[src/hw/stream_pkg.sv]
////////////////////////////////////////////////////////////
// byte stream definitions
// beat formats for the command and response streams
////////////////////////////////////////////////////////////
`default_nettype none

package stream_pkg;

  localparam int unsigned data_w = 8;

  // sop marks the first byte of a packet and eop the last one
  typedef struct packed {
    logic              sop;
    logic              eop;
    logic [data_w-1:0] data;
  } cmd_beat_t;

  // response bytes carry captured tdo bits, first bit in the lsb
  typedef struct packed {
    logic              sop;
    logic              eop;
    logic [data_w-1:0] data;
  } resp_beat_t;

endpackage

`default_nettype wire

[src/hw/jtag_pkg.sv]
////////////////////////////////////////////////////////////
// jtag command definitions
// opcodes, config subcommands, shift counter widths and the
// capture window and shift chunk types
////////////////////////////////////////////////////////////
`default_nettype none

package jtag_pkg;

  // the opcode sits in bits 7:5 of a command header byte
  typedef enum logic [2:0] {
    cmd_config        = 3'd0,
    cmd_write_window  = 3'd2,
    cmd_short_tms_tdi = 3'd4,
    cmd_long_tdi      = 3'd5
  } opcode_e;

  // config subcommand in header bits 1:0
  typedef enum logic [1:0] {
    clear_windows = 2'd1
  } subcmd_e;

  localparam int unsigned bit_count_w     = 13;
  localparam int unsigned chunk_max_short = 3;
  localparam int unsigned chunk_max_long  = 7;
  localparam int unsigned duration_w      = 15;
  localparam int unsigned window_depth    = 2;

  // an all zero window marks an empty slot
  typedef struct packed {
    logic                  capture;
    logic                  eop_gen;
    logic [duration_w-1:0] duration;
  } window_t;

  // one burst of bits for the shift engine, last is the final bit index
  typedef struct packed {
    logic [chunk_max_long:0] tms;
    logic [chunk_max_long:0] tdi;
    logic [3:0]              last;
  } chunk_t;

endpackage

`default_nettype wire

[src/hw/cmd_sequencer.sv]
////////////////////////////////////////////////////////////
// command sequencer
// parses command bytes, issues shift chunks to the shift
// engine and window writes to the capture window FIFO
////////////////////////////////////////////////////////////
`default_nettype none

module cmd_sequencer (
  input  logic                  clk,
  input  logic                  reset,
  input  stream_pkg::cmd_beat_t cmd_beat,
  input  logic                  cmd_valid,
  output logic                  cmd_ready,
  output jtag_pkg::chunk_t      chunk,
  output logic                  chunk_start,
  input  logic                  chunk_done,
  output jtag_pkg::window_t     window_in,
  output logic                  window_write,
  output logic                  clear_windows,
  output logic                  sop_seen,
  input  logic                  capture_en,
  input  logic                  resp_busy
);
  import jtag_pkg::*;

  typedef enum logic [2:0] {
    st_header,
    st_length,
    st_win_mid,
    st_win_top,
    st_get_byte,
    st_shift
  } state_e;

  state_e                 state;
  state_e                 state_nxt;
  opcode_e                opcode;
  opcode_e                op_in;
  logic [bit_count_w-1:0] bits_left;
  logic [duration_w-3:0]  dur_low;
  logic [3:0]             chunk_max;
  logic [3:0]             chunk_last;
  logic                   last_chunk;
  logic                   ready_q;
  logic                   accept;

  assign op_in = opcode_e'(cmd_beat.data[7:5]);

  // while a response byte is held, no chunk may start that would capture more
  // bits, so the data byte is simply not taken
  assign cmd_ready = ready_q & ~((state == st_get_byte) & capture_en & resp_busy);
  assign accept    = cmd_valid & cmd_ready;

  // long commands move 8 tdi bits per byte, short ones 4 tms/tdi pairs
  assign chunk_max  = (opcode == cmd_long_tdi) ? 4'(chunk_max_long) : 4'(chunk_max_short);
  assign chunk_last = (bits_left > chunk_max) ? chunk_max : bits_left[3:0];

  always_comb begin
    if (opcode == cmd_long_tdi) begin
      chunk = {8'h00, cmd_beat.data, chunk_last};
    end else begin
      chunk = {4'h0, cmd_beat.data[7:4], 4'h0, cmd_beat.data[3:0], chunk_last};
    end
  end

  // the top duration bits come straight from the third window byte
  assign window_in = {cmd_beat.data[7], cmd_beat.data[6], cmd_beat.data[1:0], dur_low};

  always_comb begin
    state_nxt     = state;
    chunk_start   = 1'b0;
    window_write  = 1'b0;
    clear_windows = 1'b0;
    sop_seen      = 1'b0;
    case (state)
      st_header: begin
        if (accept) begin
          sop_seen = cmd_beat.sop;
          case (op_in)
            cmd_config: begin
              // other subcommands are taken and dropped
              clear_windows = (subcmd_e'(cmd_beat.data[1:0]) == jtag_pkg::clear_windows);
            end
            cmd_write_window:  state_nxt = st_win_mid;
            cmd_short_tms_tdi: state_nxt = st_get_byte;
            cmd_long_tdi:      state_nxt = st_length;
            default:           state_nxt = st_header;
          endcase
        end
      end
      st_length: begin
        if (accept) begin
          state_nxt = st_get_byte;
        end
      end
      st_win_mid: begin
        if (accept) begin
          state_nxt = st_win_top;
        end
      end
      st_win_top: begin
        if (accept) begin
          window_write = 1'b1;
          state_nxt    = st_header;
        end
      end
      st_get_byte: begin
        if (accept) begin
          chunk_start = 1'b1;
          state_nxt   = st_shift;
        end
      end
      st_shift: begin
        // one data byte per chunk, the next byte is fetched only after the last bit
        if (chunk_done) begin
          state_nxt = last_chunk ? st_header : st_get_byte;
        end
      end
      default: state_nxt = st_header;
    endcase
  end

  always_ff @(posedge clk or posedge reset) begin
    if (reset) begin
      state      <= st_header;
      ready_q    <= 1'b0;
      opcode     <= cmd_config;
      bits_left  <= '0;
      last_chunk <= 1'b0;
    end else begin
      state   <= state_nxt;
      ready_q <= (state_nxt != st_shift);
      if (accept) begin
        case (state)
          st_header: begin
            opcode    <= op_in;
            bits_left <= bit_count_w'(cmd_beat.data[4:0]);
          end
          st_length: bits_left[bit_count_w-1:5] <= cmd_beat.data;
          st_get_byte: begin
            // bits_left holds the count minus one, as the header does
            last_chunk <= (bits_left <= chunk_max);
            if (bits_left > chunk_max) begin
              bits_left <= bits_left - chunk_max - 1'b1;
            end
          end
          default: ;
        endcase
      end
    end
  end

  // low duration bits are collected over the first two window bytes
  always_ff @(posedge clk) begin
    if (accept && state == st_header) begin
      dur_low[4:0] <= cmd_beat.data[4:0];
    end else if (accept && state == st_win_mid) begin
      dur_low[duration_w-3:5] <= cmd_beat.data;
    end
  end

endmodule

`default_nettype wire

[src/hw/shift_engine.sv]
////////////////////////////////////////////////////////////
// shift engine
// serializes one chunk of tms/tdi bits, one bit per clock
// with tck_en high
////////////////////////////////////////////////////////////
`default_nettype none

module shift_engine (
  input  logic             clk,
  input  logic             reset,
  input  jtag_pkg::chunk_t chunk,
  input  logic             chunk_start,
  output logic             chunk_done,
  output logic             tck_en,
  output logic             tms,
  output logic             tdi
);
  import jtag_pkg::*;

  logic [chunk_max_long:0] tms_sr;
  logic [chunk_max_long:0] tdi_sr;
  logic [3:0]              bit_cnt;

  // tck_en rises the clock after chunk_start and stays up for last+1 clocks
  always_ff @(posedge clk or posedge reset) begin
    if (reset) begin
      tck_en  <= 1'b0;
      bit_cnt <= '0;
    end else if (chunk_start) begin
      tck_en  <= 1'b1;
      bit_cnt <= chunk.last;
    end else if (tck_en) begin
      if (bit_cnt == '0) begin
        tck_en <= 1'b0;
      end else begin
        bit_cnt <= bit_cnt - 1'b1;
      end
    end
  end

  // bits leave lsb first
  always_ff @(posedge clk) begin
    if (chunk_start) begin
      tms_sr <= chunk.tms;
      tdi_sr <= chunk.tdi;
    end else if (tck_en) begin
      tms_sr <= tms_sr >> 1;
      tdi_sr <= tdi_sr >> 1;
    end
  end

  assign tms        = tms_sr[0];
  assign tdi        = tdi_sr[0];
  assign chunk_done = tck_en & (bit_cnt == '0);

endmodule

`default_nettype wire

[src/hw/window_loader.sv]
////////////////////////////////////////////////////////////
// capture window loader
// steers window writes into the slots, tracks how many are
// in use and refuses writes while all are taken
////////////////////////////////////////////////////////////
`default_nettype none

module window_loader (
  input  logic                                clk,
  input  logic                                reset,
  input  jtag_pkg::window_t                   window_in,
  input  logic                                window_write,
  input  logic                                slot_clear,
  input  jtag_pkg::window_t                   slot_state [jtag_pkg::window_depth],
  input  logic [jtag_pkg::window_depth-1:0]   slot_dec,
  output logic [jtag_pkg::window_depth-1:0]   slot_write,
  output logic                                full
);
  import jtag_pkg::*;

  logic [$clog2(window_depth)-1:0]   wr_ptr;
  logic [$clog2(window_depth+1)-1:0] count;
  logic                              accept;
  logic                              retire;

  assign full = (count == window_depth);

  // an all zero window would read back as an empty slot, so it is not stored
  assign accept = window_write & ~full & (window_in != '0);

  always_comb begin
    retire = 1'b0;
    for (int i = 0; i < window_depth; i++) begin
      slot_write[i] = accept & (wr_ptr == i);
      // a slot frees itself on the tck seen at duration zero
      if (slot_dec[i] && slot_state[i] != '0 && slot_state[i].duration == '0) begin
        retire = 1'b1;
      end
    end
  end

  always_ff @(posedge clk or posedge reset) begin
    if (reset) begin
      wr_ptr <= '0;
      count  <= '0;
    end else if (slot_clear) begin
      wr_ptr <= '0;
      count  <= '0;
    end else begin
      if (accept) begin
        wr_ptr <= (wr_ptr == window_depth - 1) ? '0 : wr_ptr + 1'b1;
      end
      count <= count + accept - retire;
    end
  end

endmodule

`default_nettype wire

[src/hw/window_slot.sv]
////////////////////////////////////////////////////////////
// capture window slot
// holds one window and counts its duration down per tck
////////////////////////////////////////////////////////////
`default_nettype none

module window_slot (
  input  logic              clk,
  input  logic              reset,
  input  logic              write,
  input  jtag_pkg::window_t window_in,
  input  logic              dec,
  input  logic              clear,
  output jtag_pkg::window_t slot_state
);

  // the slot is empty when all of its bits are zero
  always_ff @(posedge clk or posedge reset) begin
    if (reset) begin
      slot_state <= '0;
    end else if (clear) begin
      slot_state <= '0;
    end else if (write) begin
      slot_state <= window_in;
    end else if (dec && slot_state != '0) begin
      // duration zero still covers one more tck, so a window spans duration+1
      if (slot_state.duration == '0) begin
        slot_state <= '0;
      end else begin
        slot_state.duration <= slot_state.duration - 1'b1;
      end
    end
  end

endmodule

`default_nettype wire

[src/hw/window_reader.sv]
////////////////////////////////////////////////////////////
// capture window reader
// follows the oldest slot, routes tck to it and reports
// capture enable and the end of each window
////////////////////////////////////////////////////////////
`default_nettype none

module window_reader (
  input  logic                              clk,
  input  logic                              reset,
  input  jtag_pkg::window_t                 slot_state [jtag_pkg::window_depth],
  input  logic                              tck_en,
  input  logic                              slot_clear,
  output logic [jtag_pkg::window_depth-1:0] slot_dec,
  output logic                              capture_en,
  output logic                              window_end,
  output logic                              eop_mark
);
  import jtag_pkg::*;

  logic [$clog2(window_depth)-1:0] rd_ptr;
  window_t                         active;
  logic                            occupied;

  assign active   = slot_state[rd_ptr];
  assign occupied = (active != '0);

  // an empty slot has its capture flag low, so capture stops between windows
  assign capture_en = active.capture;
  assign window_end = tck_en & occupied & (active.duration == '0);
  assign eop_mark   = window_end & active.eop_gen;

  always_comb begin
    for (int i = 0; i < window_depth; i++) begin
      slot_dec[i] = tck_en & (rd_ptr == i);
    end
  end

  // the next slot takes over on the clock after the final tck
  always_ff @(posedge clk or posedge reset) begin
    if (reset) begin
      rd_ptr <= '0;
    end else if (slot_clear) begin
      rd_ptr <= '0;
    end else if (window_end) begin
      rd_ptr <= (rd_ptr == window_depth - 1) ? '0 : rd_ptr + 1'b1;
    end
  end

endmodule

`default_nettype wire

[src/hw/tdo_response.sv]
////////////////////////////////////////////////////////////
// tdo response builder
// packs captured tdo bits into bytes and offers them on the
// response stream
////////////////////////////////////////////////////////////
`default_nettype none

module tdo_response (
  input  logic                   clk,
  input  logic                   reset,
  input  logic                   tck_en,
  input  logic                   tdo,
  input  logic                   capture_en,
  input  logic                   window_end,
  input  logic                   eop_mark,
  input  logic                   sop_seen,
  output stream_pkg::resp_beat_t resp_beat,
  output logic                   resp_valid,
  input  logic                   resp_ready,
  output logic                   resp_busy
);
  import stream_pkg::*;

  typedef enum logic {
    rs_idle,
    rs_offer
  } resp_state_e;

  resp_state_e               state;
  logic [data_w-1:0]         acc;
  logic [data_w-1:0]         acc_nxt;
  logic [$clog2(data_w)-1:0] bit_cnt;
  logic                      capture;
  logic                      flush;
  logic                      sop_pending;

  assign capture = tck_en & capture_en;

  // the first captured bit lands in the lsb
  always_comb begin
    acc_nxt = acc;
    if (capture) begin
      acc_nxt[bit_cnt] = tdo;
    end
  end

  // send on a full byte, or on a window end with a partial byte pending
  assign flush = (capture & (bit_cnt == data_w - 1)) |
                 (window_end & (capture | (bit_cnt != '0)));

  always_ff @(posedge clk or posedge reset) begin
    if (reset) begin
      state       <= rs_idle;
      acc         <= '0;
      bit_cnt     <= '0;
      sop_pending <= 1'b0;
    end else begin
      case (state)
        rs_idle:  if (flush) state <= rs_offer;
        rs_offer: if (resp_ready && !flush) state <= rs_idle;
        default:  state <= rs_idle;
      endcase
      // unfilled bits of a partial byte stay zero
      if (flush) begin
        acc     <= '0;
        bit_cnt <= '0;
      end else begin
        acc <= acc_nxt;
        if (capture) begin
          bit_cnt <= bit_cnt + 1'b1;
        end
      end
      if (sop_seen) begin
        sop_pending <= 1'b1;
      end else if (flush) begin
        sop_pending <= 1'b0;
      end
    end
  end

  // the beat is loaded on the completing tck and offered the clock after
  always_ff @(posedge clk) begin
    if (flush) begin
      resp_beat.sop  <= sop_pending;
      resp_beat.eop  <= eop_mark;
      resp_beat.data <= acc_nxt;
    end
  end

  assign resp_valid = (state == rs_offer);
  assign resp_busy  = resp_valid & ~resp_ready;

endmodule

`default_nettype wire

[src/hw/jtag_stream_ctrl.sv]
////////////////////////////////////////////////////////////
// jtag stream controller top level
// turns command bytes into tms/tdi bit strobes and returns
// captured tdo bits as response bytes
////////////////////////////////////////////////////////////
`default_nettype none

module jtag_stream_ctrl (
  input  logic                   clk,
  input  logic                   reset,
  input  stream_pkg::cmd_beat_t  cmd_beat,
  input  logic                   cmd_valid,
  output logic                   cmd_ready,
  output stream_pkg::resp_beat_t resp_beat,
  output logic                   resp_valid,
  input  logic                   resp_ready,
  output logic                   tck_en,
  output logic                   tms,
  output logic                   tdi,
  input  logic                   tdo
);
  import jtag_pkg::*;

  chunk_t                  chunk;
  logic                    chunk_start;
  logic                    chunk_done;
  window_t                 window_in;
  logic                    window_write;
  logic                    slot_clear;
  logic                    sop_seen;
  logic [window_depth-1:0] slot_write;
  logic [window_depth-1:0] slot_dec;
  window_t                 slot_state [window_depth];
  logic                    capture_en;
  logic                    window_end;
  logic                    eop_mark;
  logic                    resp_busy;

  cmd_sequencer u_sequencer (
    .clk           (clk),
    .reset         (reset),
    .cmd_beat      (cmd_beat),
    .cmd_valid     (cmd_valid),
    .cmd_ready     (cmd_ready),
    .chunk         (chunk),
    .chunk_start   (chunk_start),
    .chunk_done    (chunk_done),
    .window_in     (window_in),
    .window_write  (window_write),
    .clear_windows (slot_clear),
    .sop_seen      (sop_seen),
    .capture_en    (capture_en),
    .resp_busy     (resp_busy)
  );

  shift_engine u_shift (
    .clk         (clk),
    .reset       (reset),
    .chunk       (chunk),
    .chunk_start (chunk_start),
    .chunk_done  (chunk_done),
    .tck_en      (tck_en),
    .tms         (tms),
    .tdi         (tdi)
  );

  // the full flag only gates writes inside the loader
  window_loader u_loader (
    .clk          (clk),
    .reset        (reset),
    .window_in    (window_in),
    .window_write (window_write),
    .slot_clear   (slot_clear),
    .slot_state   (slot_state),
    .slot_dec     (slot_dec),
    .slot_write   (slot_write),
    .full         ()
  );

  for (genvar i = 0; i < window_depth; i++) begin : g_slot
    window_slot u_slot (
      .clk        (clk),
      .reset      (reset),
      .write      (slot_write[i]),
      .window_in  (window_in),
      .dec        (slot_dec[i]),
      .clear      (slot_clear),
      .slot_state (slot_state[i])
    );
  end

  window_reader u_reader (
    .clk        (clk),
    .reset      (reset),
    .slot_state (slot_state),
    .tck_en     (tck_en),
    .slot_clear (slot_clear),
    .slot_dec   (slot_dec),
    .capture_en (capture_en),
    .window_end (window_end),
    .eop_mark   (eop_mark)
  );

  tdo_response u_response (
    .clk        (clk),
    .reset      (reset),
    .tck_en     (tck_en),
    .tdo        (tdo),
    .capture_en (capture_en),
    .window_end (window_end),
    .eop_mark   (eop_mark),
    .sop_seen   (sop_seen),
    .resp_beat  (resp_beat),
    .resp_valid (resp_valid),
    .resp_ready (resp_ready),
    .resp_busy  (resp_busy)
  );

endmodule

`default_nettype wire

[config.mk]
export PLATFORM = sky130hd
export DESIGN_NAME = jtag_stream_ctrl
export DESIGN_NICKNAME = d
export VERILOG_FILES = /design/src/hw/stream_pkg.sv /design/src/hw/jtag_pkg.sv /design/src/hw/cmd_sequencer.sv /design/src/hw/shift_engine.sv /design/src/hw/window_loader.sv /design/src/hw/window_slot.sv /design/src/hw/window_reader.sv /design/src/hw/tdo_response.sv /design/src/hw/jtag_stream_ctrl.sv
export SDC_FILE = /design/constraint.sdc
export NUM_CORES = 1
export LEC_CHECK = 0
export ABC_CLOCK_PERIOD_IN_PS = 7900
export BUFFER_PORTS_ARGS = -buffer_cell sky130_fd_sc_hd__buf_2
export CAP_MARGIN = 20
export CORE_MARGIN = 2
export CORE_UTILIZATION = 43
export DETAILED_ROUTE_END_ITERATION = 7
export PLACE_DENSITY = 0.58
export RECOVER_POWER = 50
export SYNTH_ARGS = -nofsm -noshare
export SYNTH_HDL_FRONTEND = slang
export SYNTH_SLANG_ARGS = --single-unit
[constraint.sdc]
create_clock -name clk -period 7.9 [get_ports clk]
set_input_delay 0.395 -clock clk [delete_from_list [all_inputs] [get_ports clk]]
set_output_delay 0.395 -clock clk [all_outputs]
set_load 0.02 [all_outputs]
After elaboration in Yosys (flattened, before gate mapping)
Index checks and enable logic that the tools add are counted.
{ "word_totals": {"wordCells": 192, "ff_bits": 116, "out_inout_bits": 15, "input_bits": 15} }
{ "classes": {"bitwise": 28, "order_cmp": 5, "n_reduce_logical": 39, "n_mux": 67, "eq_ne": 15, "add_sub_neg": 10} }
{ "ops": {"columns": ["op", "n"], "rows": [
  ["two-way mux 17 bit", 9],
  ["nonzero test 17 bit", 4],
  ["two-way mux 8 bit", 6],
  ["logical NOT 15 bit", 3],
  ["two-way mux 15 bit", 2],
  ["two-way mux 3 bit", 10],
  ["subtractor 15 x 1 -> 15 bit (second input constant)", 2],
  ["two-way mux 1 bit", 24],
  ["case mux 8 bit (3 select lines)", 1],
  ["bitwise AND 1 bit", 18],
  ["== test 3 bit (second input constant)", 6],
  ["case mux 3 bit (6 select lines)", 1],
  ["nonzero test 3 bit", 6],
  ["two-way mux 16 bit", 1],
  ["two-way mux 4 bit", 4],
  ["greater-than comparator 13 x 4 -> 1 bit", 1],
  ["less-or-equal comparator 13 x 4 -> 1 bit", 1],
  ["two-way mux 13 bit", 1],
  ["subtractor 13 x 1 -> 13 bit (second input constant)", 1],
  ["subtractor 13 x 4 -> 13 bit", 1],
  ["case mux 3 bit (4 select lines)", 1],
  ["AND reduction 2 bit", 6],
  ["nonzero test 2 bit", 6],
  ["case mux 5 bit (2 select lines)", 1],
  ["26 further kinds", 48]
]} }

Logic depth before layout (Yosys ltp)
Gate-level depths: netlist of run 1.
{ "logic_depth": {"depth_word": 16, "mapped_depth": 14, "depth_no_buf": 14} }

Modules after synthesis
Synthesis of run 1 repeated with hierarchy kept, for this count alone.
{ "hier_totals": {"cells_unflattened": 647, "area_unflattened_um2": 6646.4} }
{ "by_module_without_submodules": {"columns": ["mod", "n_inst", "area_each_um2", "cells_each"], "rows": [
  ["window_slot", 2, 1111.1, 118],
  ["cmd_sequencer", 1, 1871.8, 184],
  ["tdo_response", 1, 1039.7, 91],
  ["shift_engine", 1, 970.9, 66],
  ["window_loader", 1, 340.3, 42],
  ["window_reader", 1, 201.4, 28]
]} }

Worst setup path after synthesis of run 1
Ideal clock, no wire load.
{ "synth_timing": {"path_kind": "reg2reg", "start": "register, netlist name g_slot[1].u_slot.slot_state[4]", "end": "register u_loader.count[1]", "setup_slack_ns": 5.085, "arrival_ns": 2.682, "stages_incl_launch_ff": 14, "setup_time_ns": 0.133, "n_path_buf": 2, "cell_sequence": "dfrtp_1 > buf_6 > or4_4 > or2_1 > buf_6 > nor3_1 > a21oi_1 > nor2b_1 > ha_1 > inv_1 > ha_1 > xor2_1 > xnor2_1 > nor2_1"} }
{ "synth_between": {"elab_chain_len": 6, "elab_cells_between_ends": 7, "classes_between": "add/sub: 1; mux: 2; reduce/logical: 4"} }
{ "synth_rtl": {"columns": ["item", "line_no", "text"], "rows": [
  ["nonzero test 17 bit", "window_loader.sv:36", "if (slot_dec[i] && slot_state[i] != '0 && slot_state[i].duration == '0) begin"],
  ["logical AND 1 bit", "window_loader.sv:36", null],
  ["logical AND 1 bit *", "window_loader.sv:36", null],
  ["two-way mux 1 bit *", "window_loader.sv:36", null],
  ["subtractor 2 x 1 -> 2 bit *", "window_loader.sv:53", "count <= count + accept - retire;"],
  ["two-way mux 2 bit *", "window_loader.sv:46", "end else if (slot_clear) begin"],
  ["end signal: assignment", "window_loader.sv:53", null],
  ["end: declaration", "window_loader.sv:22", "logic [$clog2(window_depth+1)-1:0] count;"]
]} }
Mark *: on every way between the ends. The rest lies on a longest branch, timed or not.
A chain may end at the register's enable or synchronous reset.

==> summary.txt, run 1 <==
Run status
  – Status: finished, violations left
  – Failing checks: capacitance limit, slew limit

Placement
  – Routability cong.: 0.8845
  – Post-detail-place hpwl: 10600 um
  – I/O Buffers: 28
  – Placed cells: 832

Yosys
  – Sequential share of the synthesized area: 0.4799
  – Primary FF master, synth: dfrtp_1
  – EDFF count, synth: 35
  – Post-Syn Area: 6205 sq um
  – Synth Warn #: 0
  – Synthesized instance count: 650
  – Avg Cell Area, Syn: 9.546 sq um
  – Post-synth cell types: 70
  – Synthesized Nets: 678
  – #FFs+latches synth: 112
  – Post-synthesis async set-or-reset flop share: 0.6875

Global route
  – First-pass GRT wire length: 24900 um
  – Antenna violations before repair: 0
  – Met1 Resource Use GR: 0.2854
  – Total grt overflow: 0
  – Vias in the first global route: 4782
  – Largest net degree at the start of global routing: 78
  – Total GRT Usage: 0.2097
  – GR peak layer: met2
  – Global-route met2 utilization: 0.3443
  – GR Layer Usage met3: 0.03342

Cells and area
  – Synth-to-Final Area Change: 8.207%
  – Fin cells: 851
  – Filler instances: 1342
  – Share of cells above drive strength 1: 0.09389
  – Most common cell after layout, fill and taps aside: dfrtp_1
  – Nets: 694
  – ANT cells: 0
  – Highest-count cells in the layout ignoring fill and taps: dfrtp_1, nor2_1, nand2_1

STA
  – Setup violations, final: 0
  – Slew Viols, Final: 80
  – Fin Setup TNS: 0 ps
  – Slew at the pin closest to its max-slew limit: 2230 ps
  – RSZ-0062 raised after global routing: no
  – Slew margin rel.: -0.4869
  – F_max: 270.7 MHz
  – Post-route minimum period: 3694 ps
  – Final hold vios: 0
  – Fin Clk Skew: 7.445 ps
  – Tcrit/Tclk final: 0.4676

Critical path
  – Slowest CP cell: clkbuf_1
  – Worst Path Max Fanout: 40
  – CP peak stage delay: 1690 ps
  – Most used cell, CP: clkbuf_1
  – WP data required: 7910 ps
  – Crit path launch type: input port
  – Worst Path Arrival: 3700 ps
  – Worst Path Class, Setup: in2async
  – Crit. End Element: asynchronous set/reset pin
  – CP cell instances: buf_2, inv_1, clkbuf_1, clkbuf_1

Floorplanning
  – Core area: 13990 sq um
  – Starting Density: 0.4436
  – Cell Rows: 43
  – Die Ht: 124.1 um
  – Die W: 124.1 um
  – # IOs: 30
  – Die area: 15410 sq um

CTS
  – TritonCTS buffer count: 9
  – Clock Latency Late Sink: 350 ps
  – Post-CTS Setup Repair Bufs: 0
  – Clk slew on worst S/H paths: 80 ps
  – Hold_buf cts: 0
  – Clock Path Buffers: 2
  – CTS tree: done
  – Root buffer cell: clkbuf_16
  – Clock sink count: 112
  – Cts repair resizes: 0
  – H-tree depth: 3

Power
  – Maximum vdd drop: 0.1469 mV
  – Leak: 0.002571 uW
  – PwrDens: 284.9 nW/um^2

Job
  – Total of max-cap violations: 2

Route
  – Total iterations of the first detailed-routing run: 5
  – Detailed-route vias per instance: 5.928
  – ANT nets after route: 0
  – Number of remaining DRC errors: 0
  – WL/cell: 17.97 um
  – Starting DRT DRC Count: 471
  – WL final: 15300 um
  – Routed vias: 5045

Worst hold path
  – Hold WC Path Type: in2reg
## path summary, 6_finish.rpt
path / endpoint / slack (ps) / start / cells after the start
worst max-delay path: g_slot[1].u_slot.slot_state[5] / 4210 / reset / 4
worst min-delay path: u_response.sop_pending / 250 / cmd_beat[9] / 3
worst max register to register: u_loader.count[1] / 4690 / g_slot[1].u_slot.slot_state[4] / 11
worst min register to register: u_response.resp_beat[9] / 460 / u_response.sop_pending / 0
max in group clk: u_loader.count[1] / 4690 / g_slot[1].u_slot.slot_state[4] / 11
min in group asynchronous: u_shift.tck_en / 770 / reset / 3
## worst max-delay path: cells and delay by family
kind / cells / cell delay, ps
buffers and inverters: 4 / 3280
## routing by layer
layer | wire length [um] | part of all wire
met4 | 203 | 0.013
met1 | 7086 | 0.46
met3 | 632 | 0.041
met5 | 0 | 0
met2 | 7373 | 0.48
## Yosys cell counts, types with 6 or more instances
| cell | instances | area, sq um |
|---|---|---|
| o31ai_1 | 7 | 52.55 |
| nor2b_1 | 14 | 87.58 |
| mux2_2 | 18 | 202.7 |
| clkbuf_1 | 18 | 67.56 |
| o211ai_1 | 10 | 75.07 |
| a32oi_1 | 8 | 70.07 |
| edfxtp_1 | 35 | 1051 |
| dfrtp_1 | 77 | 1927 |
| nand3_1 | 21 | 105.1 |
| nor2_1 | 66 | 247.7 |
| o21ai_0 | 47 | 235.2 |
| inv_1 | 24 | 90.09 |
| xnor2_1 | 8 | 70.07 |
| nand2_1 | 60 | 225.2 |
| nor4_1 | 15 | 93.84 |
| a21oi_1 | 44 | 220.2 |
| ha_1 | 13 | 162.7 |
| or4_1 | 7 | 52.55 |
| mux2i_1 | 6 | 60.06 |
| or3_1 | 6 | 37.54 |
| nand2b_1 | 8 | 50.05 |
| nor3_1 | 32 | 160.2 |
| a31oi_1 | 10 | 62.56 |
## power breakdown
group / internal [uW] / switching, uW / total [uW]
Sequential: 749 / 120 / 870
Combinational: 224 / 354 / 578
Clock: 247 / 218 / 465
## flip-flops by register name, indices dropped and copies added (netlist names), 3 cells and up
| register | count |
|---|---|
| g_slot.u_slot.slot_state | 34 |
| u_sequencer.bits_left | 13 |
| u_sequencer.dur_low | 13 |
| u_response.resp_beat | 10 |
| u_response.acc | 8 |
| u_shift.tdi_sr | 8 |
| u_shift.bit_cnt | 4 |
| u_shift.tms_sr | 4 |
| u_response.bit_cnt | 3 |
| u_sequencer.opcode | 3 |
| u_sequencer.state | 3 |
## logic make-up (layout without fill, tap and decap cells)
group / Yosys count / in the layout / share of synthesized area
fa+ha+maj: 13 / 13 / 0.02622
flops: 112 / 112 / 0.4799
buf+inv: 57 / 78 / 0.04577
compound gates: 170 / 170 / 0.1775
xor+xnor: 9 / 9 / 0.01270
mux: 24 / 24 / 0.04235
simple gates: 265 / 265 / 0.2156
## cell type report
class / instances / area (sq um) / area share
Multi-Input combinational cell: 481 / 2943 / 0.4383
Clock buffer: 9 / 225.2 / 0.03354
Sequential cell: 112 / 2978 / 0.4435
Inverter: 24 / 90.09 / 0.01342
Tap cell: 180 / 225.2 / 0.03354
Clock inverter: 7 / 71.32 / 0.01062
Timing Repair Buffer: 38 / 181.4 / 0.02702
## metrics by stage
stage	area [sq um]	power (uW)	hold slack, ps	setup WS [ps]	utilization
floorplan	6205	1312	424.9	5085	-
global placement	6435	1437	430.6	4792	0.4600
detailed placement	6435	1457	446.4	4772	0.4600
CTS	6731	1923	243.0	4744	0.4812
global route	6714	2047	274.2	3363	0.4800
finish	6714	1913	254.0	4206	0.4800
Note: power is estimated with default switching activity, not from simulation.
==> run 2: changes to the inputs <==
--- a/config.mk
+++ b/config.mk
@@ -5,13 +5,13 @@
 export SDC_FILE = /design/constraint.sdc
 export NUM_CORES = 1
 export LEC_CHECK = 0
-export ABC_CLOCK_PERIOD_IN_PS = 7900
+export ABC_CLOCK_PERIOD_IN_PS = 3100
 export BUFFER_PORTS_ARGS = -buffer_cell sky130_fd_sc_hd__buf_2
 export CAP_MARGIN = 20
 export CORE_MARGIN = 2
 export CORE_UTILIZATION = 43
 export DETAILED_ROUTE_END_ITERATION = 7
-export PLACE_DENSITY = 0.58
+export PLACE_DENSITY = 0.61
 export RECOVER_POWER = 50
 export SYNTH_ARGS = -nofsm -noshare
 export SYNTH_HDL_FRONTEND = slang
==> constraint.sdc (replaced) <==
create_clock -name clk -period 3.1 [get_ports clk]
set_input_delay 0.155 -clock clk [delete_from_list [all_inputs] [get_ports clk]]
set_output_delay 0.155 -clock clk [all_outputs]
set_load 0.02 [all_outputs]
==> run 2 against run 1 <==
The flow now finishes without violations. Global-route usage grew 0.072 points. Highest routed layer unchanged. Utilization grew 0.97 points. Clock-buffer cell count is the same. Via count grew 1.5%. Combinational power grew to 2.6 times the previous value. Wire length grew 2.1%. Cell count grew 1.8%.
==> summary.txt, run 2 (synthesized netlist as in run 1, its figures left out) <==
Route
  – Number of remaining DRC errors: 0 (unchanged)
  – Routed vias: 5119 (+1.5%)
  – Detailed-route vias per instance: 5.911 (-0.29%)
  – WL final: 15610 um (+2.1%)
  – Total iterations of the first detailed-routing run: 5 (unchanged)
  – WL/cell: 18.03 um (+0.30%)
  – Starting DRT DRC Count: 465 (-1.3%)
  – ANT nets after route: 0 (unchanged)

CTS
  – Clock Latency Late Sink: 360 ps (about the same)
  – Clock sink count: 112 (unchanged)
  – TritonCTS buffer count: 9 (unchanged)
  – Clock Path Buffers: 2 (unchanged)
  – Clk slew on worst S/H paths: 80 ps (about the same)
  – CTS tree: done
  – H-tree depth: 3 (unchanged)
  – Post-CTS Setup Repair Bufs: 0 (unchanged)
  – Root buffer cell: clkbuf_16

Critical path
  – Slowest CP cell: or4_4
  – WP data required: 3350 ps (-4560 ps)
  – Worst Path Class, Setup: reg2reg
  – Crit path depth: 11 (+7)
  – Most used cell, CP: ha_1
  – Crit. End Element: flop
  – Crit path launch type: flop
  – Top delay family on crit path: simple AND/OR/NAND/NOR gates
  – Buf+Inv Stages, Crit Path: 1 (-3)
  – CP cell instances: or4_4, or2_1, nor3_2, a21oi_1, nor2b_1, ha_1, inv_1, ha_1, xor2_1, xnor2_1, nor2_1
  – Worst Path Arrival: 3080 ps (-620 ps)
  – CP peak stage delay: 580 ps (-1110 ps)
  – Reg2reg path depth: 11 (unchanged)
  – Worst Path Max Fanout: 10 (-75%)

STA
  – Final hold vios: 0 (unchanged)
  – Fin Clk Skew: 10.88 ps (+3.434 ps)
  – Post-route minimum period: 2833 ps
  – Crit path setup slack, layout: 267.2 ps (-3939 ps)
  – Tcrit/Tclk final: 0.9138
  – Slew at the pin closest to its max-slew limit: 1220 ps (-1010 ps)
  – Slew Viols, Final: 0 (-100%)
  – F_max: 353.0 MHz
  – Fin Setup TNS: 0 ps (unchanged)
  – Slew margin rel.: 0.1865 (+0.6735)
  – RSZ-0062 raised after global routing: no
  – Setup violations, final: 0 (unchanged)

Floorplanning
  – Starting Density: 0.4436 (unchanged)
  – Die W: 124.1 um (unchanged)
  – Die Ht: 124.1 um (unchanged)
  – Core area: 13990 sq um (unchanged)
  – Cell Rows: 43 (unchanged)
  – Die area: 15410 sq um (unchanged)
  – # IOs: 30 (unchanged)

Placement
  – Placed cell area: 6568 sq um (+2.1%)
  – Setup Slack @ Placement: 245.0 ps (-4527 ps)
  – Post-detail-place hpwl: 11060 um (+4.4%)
  – I/O Buffers: 28 (unchanged)
  – Routability cong.: 0.8827 (-0.20%)

Run status
  – Status: finished clean

Cells and area
  – Most common cell after layout, fill and taps aside: dfrtp_1
  – Most flops, register: g_slot.u_slot.slot_state
  – Share of cells above drive strength 1: 0.1137 (+0.01981)
  – Synth-to-Final Area Change: 10.39%
  – Final instance area: 6849 sq um (+2.0%)
  – Highest-count cells in the layout ignoring fill and taps: dfrtp_1, nor2_1, nand2_1
  – Largest registers: g_slot.u_slot.slot_state (34), u_sequencer.bits_left (13), u_sequencer.dur_low (13)
  – ANT cells: 0 (unchanged)
  – Filler instances: 1327 (-1.1%)
  – Max reg flops: 34 (unchanged)
  – Nets: 709 (+2.2%)

Worst hold path
  – Hold Path Depth: 3 (unchanged)
  – Hold WC Path Type: in2reg

Power
  – Total power: 4975 uW (+160%)
  – PwrDens: 726.4 nW/um^2 (+150%)
  – Maximum vdd drop: 0.5245 mV (+260%)
  – Leak: 0.002655 uW (+3.3%)

Global route
  – Vias in the first global route: 4890 (+2.3%)
  – Antenna violations before repair: 0 (unchanged)
  – First-pass GRT wire length: 25020 um (+0.50%)
  – Total grt overflow: 0 (unchanged)
  – Largest net degree at the start of global routing: 48 (-38%)
  – Total GRT Usage: 0.2104 (+0.0007242)

Job
  – Total of max-cap violations: 0 (-2)
[run 2: changes by cell type in the layout (fill, tap and decap cells not counted), moves of 2 or more]
| cell | delta |
|---|---|
| buf_4 | +13 |
| clkinvlp_4 | -2 |
| clkinv_2 | -2 |
| inv_6 | +2 |
[run 2: power by group]
| part | internal, uW | switching, uW | total (uW) |
|---|---|---|---|
| registers | 1910 | 308 | 2220 |
| clock network | 647 | 596 | 1240 |
| logic | 602 | 913 | 1510 |
| total | 3160 | 1820 | 4970 |
[run 2: worst paths after layout]
path | startpoint | endpoint | slack, ps
max | g_slot[1].u_slot.slot_state[4] | u_loader.count[1] | 270
min | cmd_beat[9] | u_response.sop_pending | 10
max reg2reg | g_slot[1].u_slot.slot_state[4] | u_loader.count[1] | 270
min reg2reg | u_response.sop_pending | u_response.resp_beat[9] | 460
max in group asynchronous | reset | g_slot[0].u_slot.slot_state[8] | 640
min in group asynchronous | reset | u_shift.tck_en | 640
[run 2: routing by layer]
| metal | GRT usage | routed length (um) |
|---|---|---|
| met5 | 0 | 0 |
| met4 | 0.05548 | 270 |
| met3 | 0.04396 | 729 |
| met2 | 0.3354 | 7362 |
| met1 | 0.2920 | 7249 |
[run 2: stage by stage]
stage               hold WS (ps)  instances    util
finish                     10.75        866  0.4896
global route               35.77        866  0.4896
CTS                        6.426        865  0.4927
detailed placement         298.4        848  0.4695
global placement           299.1        848  0.4695
floorplan                  253.9        650       -
[run 2: cell type report]
class                   instances  area (sq um)  share of cell area
well taps                     180         225.2             0.03288
flip-flops and latches        112          2978              0.4348
clock buffers                   9         225.2             0.03288
multi-input cells             481          2948              0.4304
clock inverters                 7         88.84             0.01297
inverters                      24         90.09             0.01315
repair buffers                 53         294.0             0.04293
[run 2: repair_timing]
action,in CTS,in global routing
endpoints found under the hold margin,30,0
gates resized for setup,0,1
setup endpoints to repair,0,1
hold buffers,1,0
[run 2: tightest hold or removal path: cells and delay by family]
family          cells  cell delay (ps)
simple gates        1               30
compound gates      1               70
buf+inv             1               80
